==> config.mk <==
export PLATFORM = sky130hd
export DESIGN_NAME = pon_frame_sync
export DESIGN_NICKNAME = d
export VERILOG_FILES = /design/src/pon_bridge_pkg.sv /design/src/pon_frame_sync.sv
export SDC_FILE = /design/constraint.sdc
export NUM_CORES = 1
export LEC_CHECK = 0
export ABC_AREA = 0
export BUFFER_PORTS_ARGS = -buffer_cell sky130_fd_sc_hd__buf_2
export CAP_MARGIN = 10
export CORE_MARGIN = 2
export CORE_UTILIZATION = 54
export CTS_CLUSTER_SIZE = 25
export DETAILED_ROUTE_END_ITERATION = 6
export PLACE_DENSITY = 0.8
export SYNTH_ARGS = -nofsm -noshare
export SYNTH_HDL_FRONTEND = slang
export SYNTH_SLANG_ARGS = --single-unit
==> constraint.sdc <==
create_clock -name axis_clk -period 6.95 [get_ports axis_clk]
set_input_delay 1.39 -clock axis_clk [delete_from_list [all_inputs] [get_ports axis_clk]]
set_output_delay 1.39 -clock axis_clk [all_outputs]
set_load 0.05 [all_outputs]
==> src/pon_bridge_pkg.sv <==
package pon_bridge_pkg;

    ////////////////////////////////////////////////////////////////////////////
    // link level types
    ////////////////////////////////////////////////////////////////////////////

    typedef logic [31:0] word_t;       // one link word, both paths
    typedef logic [15:0] frame_len_t;  // payload length in words
    typedef logic [15:0] seq_t;        // downstream frame counter

    // stream beat as stored in the FIFOs
    typedef struct packed {
        word_t data;
        logic  last;   // final word of a frame
    } beat_t;

    // second word of every PON burst
    typedef struct packed {
        seq_t       seq;   // upper half
        frame_len_t len;   // lower half, payload words only
    } pon_hdr_t;

    ////////////////////////////////////////////////////////////////////////////
    // protocol constants
    ////////////////////////////////////////////////////////////////////////////

    // burst preamble, matched with a bit error allowance on receive
    localparam word_t SYNC_WORD = 32'h0556_0556;

    // a burst on the wire looks like
    //   SYNC_WORD
    //   pon_hdr_t  {seq, len}
    //   len payload words
    // with no gap needed between bursts

endpackage

==> src/pon_frame_sync.sv <==
module pon_frame_sync
    import pon_bridge_pkg::*;
#(
    parameter int SYNC_THRESHOLD  = 5,
    parameter int MAX_FRAME_WORDS = 256
) (
    input  logic  axis_clk,
    input  logic  rst,
    input  word_t pon_rx_data,
    input  logic  pon_rx_valid,
    output beat_t out_data,
    output logic  out_valid,
    input  logic  out_ready,
    output logic  sync_overflow
);

    typedef enum logic [1:0] {S_HUNT, S_HDR, S_PAYLOAD} rx_state_t;

    rx_state_t  state;
    logic [5:0] diff_bits;   // 0..32 bits off the sync word
    logic       sync_hit;
    pon_hdr_t   hdr;
    logic       hdr_ok;      // length in 1..MAX_FRAME_WORDS
    frame_len_t rx_left;     // payload words still expected
    logic       pay_word;    // payload word on the line now

    ////////////////////////////////////////////////////////////////////////////
    // sync word match with bit error allowance
    ////////////////////////////////////////////////////////////////////////////

    assign diff_bits = 6'($countones(pon_rx_data ^ SYNC_WORD));
    assign sync_hit  = (diff_bits <= 6'(SYNC_THRESHOLD));

    // seq in the header is carried but not checked
    assign hdr      = pon_hdr_t'(pon_rx_data);
    assign hdr_ok   = (hdr.len != '0) && (hdr.len <= frame_len_t'(MAX_FRAME_WORDS));
    assign pay_word = pon_rx_valid && (state == S_PAYLOAD);

    // state moves on valid words only as the line has no ready
    always_ff @(posedge axis_clk) begin
        if (rst) begin
            state   <= S_HUNT;
            rx_left <= '0;
        end else if (pon_rx_valid) begin
            case (state)
                S_HUNT: begin
                    if (sync_hit) begin
                        state <= S_HDR;
                    end
                end
                S_HDR: begin
                    rx_left <= hdr.len;
                    state   <= hdr_ok ? S_PAYLOAD : S_HUNT;  // bad length hunts again
                end
                S_PAYLOAD: begin
                    rx_left <= rx_left - 1'b1;
                    if (rx_left == 16'd1) begin
                        state <= S_HUNT;
                    end
                end
                default: begin
                    state <= S_HUNT;
                end
            endcase
        end
    end

    ////////////////////////////////////////////////////////////////////////////
    // payload push into the upstream FIFO
    ////////////////////////////////////////////////////////////////////////////

    // one cycle after arrival
    always_ff @(posedge axis_clk) begin
        if (pay_word) begin
            out_data <= '{data: pon_rx_data, last: (rx_left == 16'd1)};
        end
    end

    always_ff @(posedge axis_clk) begin
        if (rst) begin
            out_valid     <= 1'b0;
            sync_overflow <= 1'b0;
        end else begin
            out_valid <= pay_word;  // single cycle push strobe
            if (out_valid && !out_ready) begin
                sync_overflow <= 1'b1;  // word dropped and flag held
            end
        end
    end

    // sticky until reset
    assert property (@(posedge axis_clk)
        $fell(sync_overflow) |-> $past(rst));

    // remaining count stays within a legal frame while payload runs
    assert property (@(posedge axis_clk) disable iff (rst)
        state == S_PAYLOAD |-> (rx_left != '0) && (rx_left <= frame_len_t'(MAX_FRAME_WORDS)));

endmodule

Yosys cells after proc, flatten, opt, wreduce, memory -nomap -nowiden
Cells that the tools add are included.
Word-level totals
  bits in registers: 53
  bits in latches: 0
  RAM bits: 0
  memory bits (read-only): 0
  input bits: 36
  output and inout port bits: 35
  logic and storage cells: 60
  memories: 0
Operators by class
  add/sub/neg operators: 32
  multiply operators: 0
  divide/modulo/power cells: 0
  order comparisons: 2
  equality and inequality tests: 5
  shift-type cells: 0
  multiplexer cells: 5
  bitwise gates (word level): 1
  reductions and logical operators: 9
Operators by type and width (number)
  $add A1 B1 Y2: 16
  $pmux W16 S2: 1
  $add A2 B2 Y3: 8
  $add A3 B3 Y4: 4
  $eq A16 B1 Y1 const B: 1
  $le A16 B9 Y1 const B: 1
  $reduce_bool A16 Y1: 1
  $sub A16 B1 Y16 const B: 1
  $not A12 Y12: 1
  $add A4 B4 Y5: 2
  $add A5 B5 Y6: 1
  $le A6 B3 Y1 const B: 1
  $mux W2: 3
  $pmux W2 S3: 1
  $logic_and A1 B1 Y1: 3
  $reduce_and A3 Y1: 1
  $eq A2 B1 Y1 const B: 1
  $eq A2 B2 Y1 const B: 1
  $logic_not A2 Y1: 1
  $ne A2 B1 Y1 const B: 1
  $ne A2 B2 Y1 const B: 1
  $reduce_and A2 Y1: 1
  $reduce_bool A2 Y1: 1
  $logic_not A1 Y1: 1

Logic depth before layout (Yosys ltp)
Gate-level depths: netlist (run 1).
  word-level depth: 9
  depth in mapped cells: 18
  depth with buffers taken out: 18

Worst setup path before layout (run 1)
Ideal clock, no wire load.
  path type: input-to-reg
  start: input pon_rx_data[19]
  end: register state[0]
  library setup time: 91 ps
  data arrival time: 5838 ps
  slack: 1021 ps
  stages on the path: 18
  buffers on the path: 0
  path through: fa_1 > inv_1 > fa_1 > inv_1 > fa_1 > inv_1 > fa_1 > fa_1 > fa_1 > inv_1 > ha_1 > inv_1 > fa_1 > nand3_1 > o22a_1 > o32ai_1 > a41oi_1 > a311oi_1
On the way
  longest elaborated chain between the ends: 8
Ends and longest elaborated chain
  start: declaration: RTL line pon_frame_sync.sv:9  | input word_t pon_rx_data,
  $add A1 B1 Y2 (implied by the code): RTL line pon_frame_sync.sv:31  | assign diff_bits = 6'($countones(pon_rx_data ^ SYNC_WORD));
  $add A2 B2 Y3 (implied by the code): RTL line pon_frame_sync.sv:31
  $add A3 B3 Y4 (implied by the code): RTL line pon_frame_sync.sv:31
  $add A4 B4 Y5 (implied by the code): RTL line pon_frame_sync.sv:31
  $add A5 B5 Y6 (implied by the code): RTL line pon_frame_sync.sv:31
  $le A6 B3 Y1: RTL line pon_frame_sync.sv:32  | assign sync_hit = (diff_bits <= 6'(SYNC_THRESHOLD));
  $ne A2 B2 Y1 (no source line)
  $reduce_and A3 Y1 (no source line)
  end signal: assignment: RTL line pon_frame_sync.sv:53  | state <= hdr_ok ? S_PAYLOAD : S_HUNT;
  end: declaration: RTL line pon_frame_sync.sv:19  | rx_state_t state;
Every way passes these cells.
A chain may end at the register's enable or synchronous reset.

Worst setup path in the final report (run 1)
Same ends and word-level chain as after synthesis.

==> results of run 1 <==
## logic make-up after synthesis
group	Yosys count	synth area share
AND/OR/NAND/NOR	70	0.124
XOR/XNOR	1	0.00290
multiplexers	1	0.00331
buffers and inverters	60	0.0749
adder cells (fa/ha/maj)	36	0.209
AO/OA/AOI/OAI	59	0.126
flip-flops	53	0.460
## layout by cell type, fill, tap and decap left out, drive strengths merged, types with 2 or more instances in the layout
cell type | Yosys | layout
nand4 | 3 | 3
a41oi | 2 | 2
and2 | 2 | 2
buf | 1 | 73
dfxtp | 20 | 20
nor2 | 16 | 16
a211oi | 6 | 6
nor2b | 3 | 3
nand2b | 4 | 4
nand2 | 12 | 12
o32ai | 4 | 4
nor4 | 5 | 5
o21ai | 8 | 8
nand3 | 5 | 5
a21oi | 19 | 19
o211ai | 2 | 2
a22oi | 2 | 2
a31oi | 3 | 3
clkbuf | 9 | 7
fa | 24 | 24
nor3 | 7 | 7
inv | 50 | 50
nor4b | 2 | 2
o22ai | 5 | 5
edfxtp | 33 | 33
ha | 12 | 12
or3 | 3 | 3
nand3b | 2 | 2
## metal layers
metal / GRT usage / vias to the layer above
met5: 0 / -
met3: 0.0432 / 13
met1: 0.315 / 1116
met2: 0.389 / 109
met4: 0.0793 / 0
li1: - / 1111
## stage by stage
step / worst slack [ns] / area (µm²)
CTS: 0.861 / 3550
global placement: 0.767 / 3450
global route: 0.661 / 3550
finish: 0.832 / 3550
floorplan: 1.02 / 3020
detailed placement: 0.590 / 3450
## registers in the layout, summed over array words and instances, names as in the netlist
signal and count:
state 2, sync_overflow 1, out_valid 1, out_data 33, rx_left 16
## cell type report
cell class	count	area (µm²)	area share
well taps	72	90.1	0.0254
flip-flops and latches	53	1390	0.392
clock inverters	1	5.00	0.00141
multi-input cells	167	1410	0.396
inverters	50	188	0.0529
clock buffers	7	97.6	0.0275
repair buffers	73	373	0.105
## final timing paths
path                                                 start                          to  slack, ns  depth (start not counted)
worst max register to register     rx_left[0]$_SDFFE_PP0P_    rx_left[15]$_SDFFE_PP0P_       4.51                          5
worst max-delay path                       pon_rx_data[19]       state[0]$_SDFFE_PP0P_       0.83                         18
worst min register to register  sync_overflow$_SDFFE_PP0P_  sync_overflow$_SDFFE_PP0P_       0.47                          2
worst min-delay path            sync_overflow$_SDFFE_PP0P_  sync_overflow$_SDFFE_PP0P_       0.47                          2
## power by group
part / internal [mW] / switching (mW) / total (mW)
clock: 0.0925 / 0.0970 / 0.190
combinational: 0.269 / 0.366 / 0.635
sequential: 0.340 / 0.00859 / 0.349
total: 0.702 / 0.471 / 1.17
## critical path, stage by stage
cell and delay (ns):
buf_2 0.11, fa_1 0.54, inv_1 0.05, fa_1 0.48, inv_1 0.06, fa_1 0.47, inv_1 0.06, fa_1 0.48
fa_1 0.53, fa_1 0.40, inv_1 0.07, ha_1 0.17, inv_1 0.07, fa_1 0.54, a21oi_1 0.07, o32ai_1 0.39
a41oi_1 0.20, a311oi_1 0.25
## Yosys cell counts (2+ instances only)
master and count:
nor2b_1 3, dfxtp_1 20, nor4_1 5, nand3b_1 2
a22oi_1 2, a21oi_1 19, clkbuf_1 9, nand2b_1 4
o32ai_1 4, fa_1 24, o22ai_1 5, a211oi_1 6
nand2_1 12, inv_1 49, edfxtp_1 33, ha_1 12
nand3_1 5, nand4_1 3, o21ai_1 5, or3_1 3
o21ai_0 3, and2_1 2, a31oi_1 3, o211ai_1 2
a41oi_1 2, nor2_1 16, nor4b_1 2, nor3_1 7
==> out/qor.txt, run 1 <==
WHS -> 0.473 ns
Final #Nets -> 422
Post-DRT Antenna Nets -> 0
Io pins -> 71
Sequential share of the synthesized area -> 0.460
Final cell utilization of the core -> 0.649
Layout Skew -> 0.00622 ns
Power density cells -> 331 nW/µm²
Synth area leaders -> edfxtp_1, fa_1, dfxtp_1
Met2 wire length -> 3400 µm
Met1 Wirelength -> 2790 µm
Yosys cell types -> 46
Post-synth top area share -> 0.328
Hold buffer count at CTS -> 0
Mapped Area -> 3020 µm²
Drt initial violations -> 200
Top fanout value on the critical path -> 2
Post-Syn Nets -> 352
Fillers -> 458
Pleak -> 1.52 nW
Via count -> 2349
Hold Vio Cnt, Final -> 0
Post-synth ARST share -> 0
Final worst-path cycle share -> 0.880
Actual slew at the worst max-slew pin -> 0.799 ns
Status -> finished, final reports clean
GRT Residual Overflow -> 0
Clock Sinks -> 53
Die W -> 78.8 µm
DRT Wirelength -> 6810 µm
Row count -> 27
Vias in the first global route -> 2283
Largest net degree at the start of global routing -> 42
Clk slew on worst S/H paths -> 0.09 ns
Avg Cell Area, Syn -> 10.8 µm²
Post-CTS sizing -> 0
Startpoint types -> primary input
Synth Register Bits -> 53
Hold Path Class -> reg -> reg
Ys flop type -> edfxtp_1
Post-CTS setup buffers -> 0
Max Clock Freq -> 163 MHz
Relative slew margins -> 0.468
CTS root buf -> clkbuf_8
Max Cap Viol -> 0
Final setup vio count -> 0
First-pass GRT wire length -> 11100 µm
Max-slew violations -> 0
Initial antenna violation count -> 0
Drt pass-1 iters -> 4
Post-synth EDFFs -> 33
Top Metal Used -> met4
WL per Instance -> 16.1 µm
Layout cells sized above 1 -> 0.234
RSZ-0062 raised after global routing -> no
TritonCTS clock tree -> yes
H-tree levels -> 2
Post-Syn Instances -> 280
Die area -> 6210 µm²
TritonCTS Buffers -> 5
DP Cell Count -> 415
Placed wire-length estimate -> 5080 µm
Peak supply drop -> 0.237 mV
CP arrival -> 6.34 ns
Ys Warns -> 0
Setup TNS -> 0 ns
Buffers on Ports -> 70
Antenna diodes -> 0
Gpl congestion -> 0.836
Final non-filler cell total -> 423
Clock Latency Late Sink -> 0.30 ns
Area of the core -> 5470 µm²
Pwr Total -> 1.17 mW
Die Ht -> 78.8 µm
Total GRT Usage -> 0.235
Critical setup path kind -> in -> reg
Avg Vias per Cell -> 5.55
Period minus WS final -> 6.12 ns
Syn-to-layout area delta -> 17.4%
Residual DRC -> 0
Req. time, crit path -> 7.17 ns
Met3 wire len -> 481 µm
CTS max path bufs -> 2
Critical path capture point type -> register
Initial core utilization -> 0.552
Synth area leader -> edfxtp_1
Power figures use the tool's default switching activity.
==> run 2, diff against run 1 <==
Settings changed: CORE_UTILIZATION 54 to 49, PLACE_DENSITY 0.8 to 0.77.
Clock period 6.95 ns to 5.1 ns, I/O delays scaled along.
==> run 2 against run 1 <==
Compared with the run above: cell area increased by 5.1%; register-to-register slack got worse by 1.8 ns; critical path type unchanged; worst hold slack got worse by 0.0010 ns; the run now ends with setup timing left; sequential power increased by 36%; combinational power increased by 41%; global-route usage decreased by 0.78 points; routed wire length increased by 5.8%; setup slack got worse by 1.2 ns; die area increased by 9.7%; clock skew about the same; power increased by 41%; sequential share of layout area decreased by 1.9 points.
==> out/qor.txt, run 2 (synthesized netlist as in run 1, its figures left out) <==
Top fanout value on the critical path -> 2 (unchanged)
Drt initial violations -> 164 (was 200)
Io pins -> 71 (unchanged)
Cell-internal power -> 1.02 mW (was 0.702 mW)
CP arrival -> 5.69 ns (was 6.34 ns)
RSZ-0062 raised after global routing -> yes (was no)
Pleak -> 1.60 nW (was 1.52 nW)
Gpl congestion -> 0.819 (was 0.836)
TritonCTS Buffers -> 5 (unchanged)
Most common cell after layout, fill and taps aside -> buf_2 (unchanged)
Residual DRC -> 0 (unchanged)
H-tree levels -> 2 (unchanged)
Hold Path Class -> reg -> reg (unchanged)
Setup WS post-layout -> -0.366 ns (was 0.832 ns)
Final worst-path cycle share -> 1.07
Placed wire-length estimate -> 5340 µm (was 5080 µm)
Gate power share -> 0.541 (about the same)
Largest net degree at the start of global routing -> 42 (unchanged)
Critical path capture point type -> register (unchanged)
Layout Skew -> 0.00574 ns (was 0.00622 ns)
GRT Residual Overflow -> 0 (unchanged)
Critical Path, Cell by Cell -> buf_6 > fa_2 > fa_1 > fa_1 > inv_1 > fa_1 > fa_1 > fa_1 > inv_1 > ha_2 > inv_2 > fa_1 > nand3_1 > o22a_1 > o32ai_2 > a41oi_1 > a311oi_1 (was buf_2 > fa_1 > inv_1 > fa_1 > inv_1 > fa_1 > inv_1 > fa_1 > fa_1 > fa_1 > inv_1 > ha_1 > inv_1 > fa_1 > a21oi_1 > o32ai_1 > a41oi_1 > a311oi_1)
Drt pass-1 iters -> 5 (was 4)
CP max stage cell -> fa_2 (was fa_1)
DRT Wirelength -> 7200 µm (was 6810 µm)
CTS root buf -> clkbuf_8 (unchanged)
Antenna diodes -> 0 (unchanged)
Die area -> 6810 µm² (was 6210 µm²)
DP Cell Count -> 432 (was 415)
Total GRT Usage -> 0.227 (was 0.235)
Startpoint types -> primary input (unchanged)
Reg2Reg Setup Slack -> 2.67 ns (was 4.51 ns)
Most frequent cells in the layout -> buf_2, inv_1, edfxtp_1, fa_1 (was buf_2, inv_1, edfxtp_1, fa_1, dfxtp_1)
Vias in the first global route -> 2337 (was 2283)
Crit path largest cell delay -> 0.60 ns (was 0.54 ns)
Most used cell, CP -> fa_1 (unchanged)
Relative slew margins -> 0.452 (was 0.468)
Power density cells -> 443 nW/µm² (was 331 nW/µm²)
CTS max path bufs -> 2 (unchanged)
Peak supply drop -> 0.271 mV (was 0.237 mV)
Actual slew at the worst max-slew pin -> 0.821 ns (was 0.799 ns)
Max reg flops -> 33 (unchanged)
Sequential Power Share -> 0.287 (was 0.297)
Clock Sinks -> 53 (unchanged)
Buffers on Ports -> 70 (unchanged)
Max Cap Viol -> 0 (unchanged)
WL per Instance -> 16.3 µm (was 16.1 µm)
Hold buffer count at CTS -> 0 (unchanged)
Die Ht -> 82.5 µm (was 78.8 µm)
Initial antenna violation count -> 0 (unchanged)
Layout cells sized above 1 -> 0.297 (was 0.234)
Fillers -> 487 (was 458)
Row count -> 28 (was 27)
Proportion of power drawn by the clock network -> 0.172 (was 0.162)
Final setup vio count -> 2 (was 0)
Clk slew on worst S/H paths -> 0.10 ns (was 0.09 ns)
Hold Vio Cnt, Final -> 0 (unchanged)
Req. time, crit path -> 5.32 ns (was 7.17 ns)
Final non-filler cell total -> 442 (was 423)
Max-slew violations -> 0 (unchanged)
Period minus WS final -> 5.47 ns
TritonCTS clock tree -> yes (unchanged)
Critical setup path kind -> in -> reg (unchanged)
Max Clock Freq -> 183 MHz
Avg Vias per Cell -> 5.55 (about the same)
Area of the core -> 5960 µm² (was 5470 µm²)
Via count -> 2452 (was 2349)
Initial core utilization -> 0.508 (was 0.552)
Violated checks -> setup timing
Clock Latency Late Sink -> 0.31 ns (was 0.30 ns)
Pwr Total -> 1.65 mW (was 1.17 mW)
Post-DRT Antenna Nets -> 0 (unchanged)
Biggest register -> out_data (unchanged)
Sw frac -> 0.380 (was 0.402)
Final #Nets -> 438 (was 422)
Syn-to-layout area delta -> 23.5% (was 17.4%)
Die W -> 82.5 µm (was 78.8 µm)
Biggest regs -> out_data: 33 flops, rx_left: 16 flops, state: 2 flops (unchanged)
First-pass GRT wire length -> 11400 µm (was 11100 µm)
Status -> finished with violations (was finished, final reports clean)
Psw -> 0.629 mW (was 0.471 mW)
-- run 2: cell count changes in the layout (fill, tap and decap cells not counted), moves of 5 or more --
cell,before,now
inv_2,1,8
inv_1,49,42
buf_4,3,20
buf_6,0,5
buf_2,70,64
-- run 2: power groups by stage --
stage                     Combinational, mW  Sequential [mW]  Clock [mW]
after floorplan                       0.647            0.482           0
after global placement                0.803            0.484           0
after detailed placement              0.857            0.484           0
after CTS                             0.872            0.475       0.286
after global routing                   1.01            0.477       0.307
final                                 0.894            0.475       0.284
-- run 2: final cells by class --
cell class / instances / area, µm² / area share
multi-input combinational: 167 / 1420 / 0.380
timing repair buffer: 89 / 527 / 0.141
inverter: 50 / 188 / 0.0503
clock buffer: 7 / 108 / 0.0288
sequential: 53 / 1390 / 0.373
tap: 75 / 93.8 / 0.0251
clock inverter: 1 / 7.51 / 0.00201
-- run 2: path summary, 6_finish.rpt --
path                              start  depth (start not counted)                          to
max                      pon_rx_data[0]                         17       state[0]$_SDFFE_PP0P_
min          sync_overflow$_SDFFE_PP0P_                          2  sync_overflow$_SDFFE_PP0P_
max reg2reg     rx_left[0]$_SDFFE_PP0P_                          5    rx_left[15]$_SDFFE_PP0P_
min reg2reg  sync_overflow$_SDFFE_PP0P_                          2  sync_overflow$_SDFFE_PP0P_
-- run 2: through the flow --
| step | hold WS [ns] | worst slack, ns | setup TNS (ns) | utilization | cell area (µm²) |
|---|---|---|---|---|---|
| detailed placement | 0.456 | -0.723 | -1.39 | 0.598 | 3560 |
| global placement | 0.442 | -0.575 | -1.15 | 0.598 | 3560 |
| global route | 0.518 | -0.527 | -0.976 | 0.627 | 3730 |
| finish | 0.472 | -0.366 | -0.664 | 0.627 | 3730 |
| floorplan | 0.458 | -0.306 | -0.612 | - | 3030 |
| CTS | 0.479 | -0.353 | -0.671 | 0.621 | 3700 |
-- run 2: repair_timing --
action / 4_1_cts / 5_1_grt
endpoints found under the setup margin: 2 / 2
setup buffers: 0 / 2
gates resized for setup: 5 / 12
hold endpoints to repair: 0 / 0
pin swaps: 2 / 4
-- run 2: critical path: cells and delay by family --
family | cells | cell delay (ns)
compound gates | 4 | 0.65
fa+ha+maj | 8 | 3.67
buf+inv | 4 | 0.27
simple gates | 1 | 0.09
-- run 2: per-layer routing --
metal,GRT usage,part of all wire
met3,0.0402,0.083
met1,0.307,0.42
met2,0.376,0.48
met4,0.0672,0.015
met5,0,0
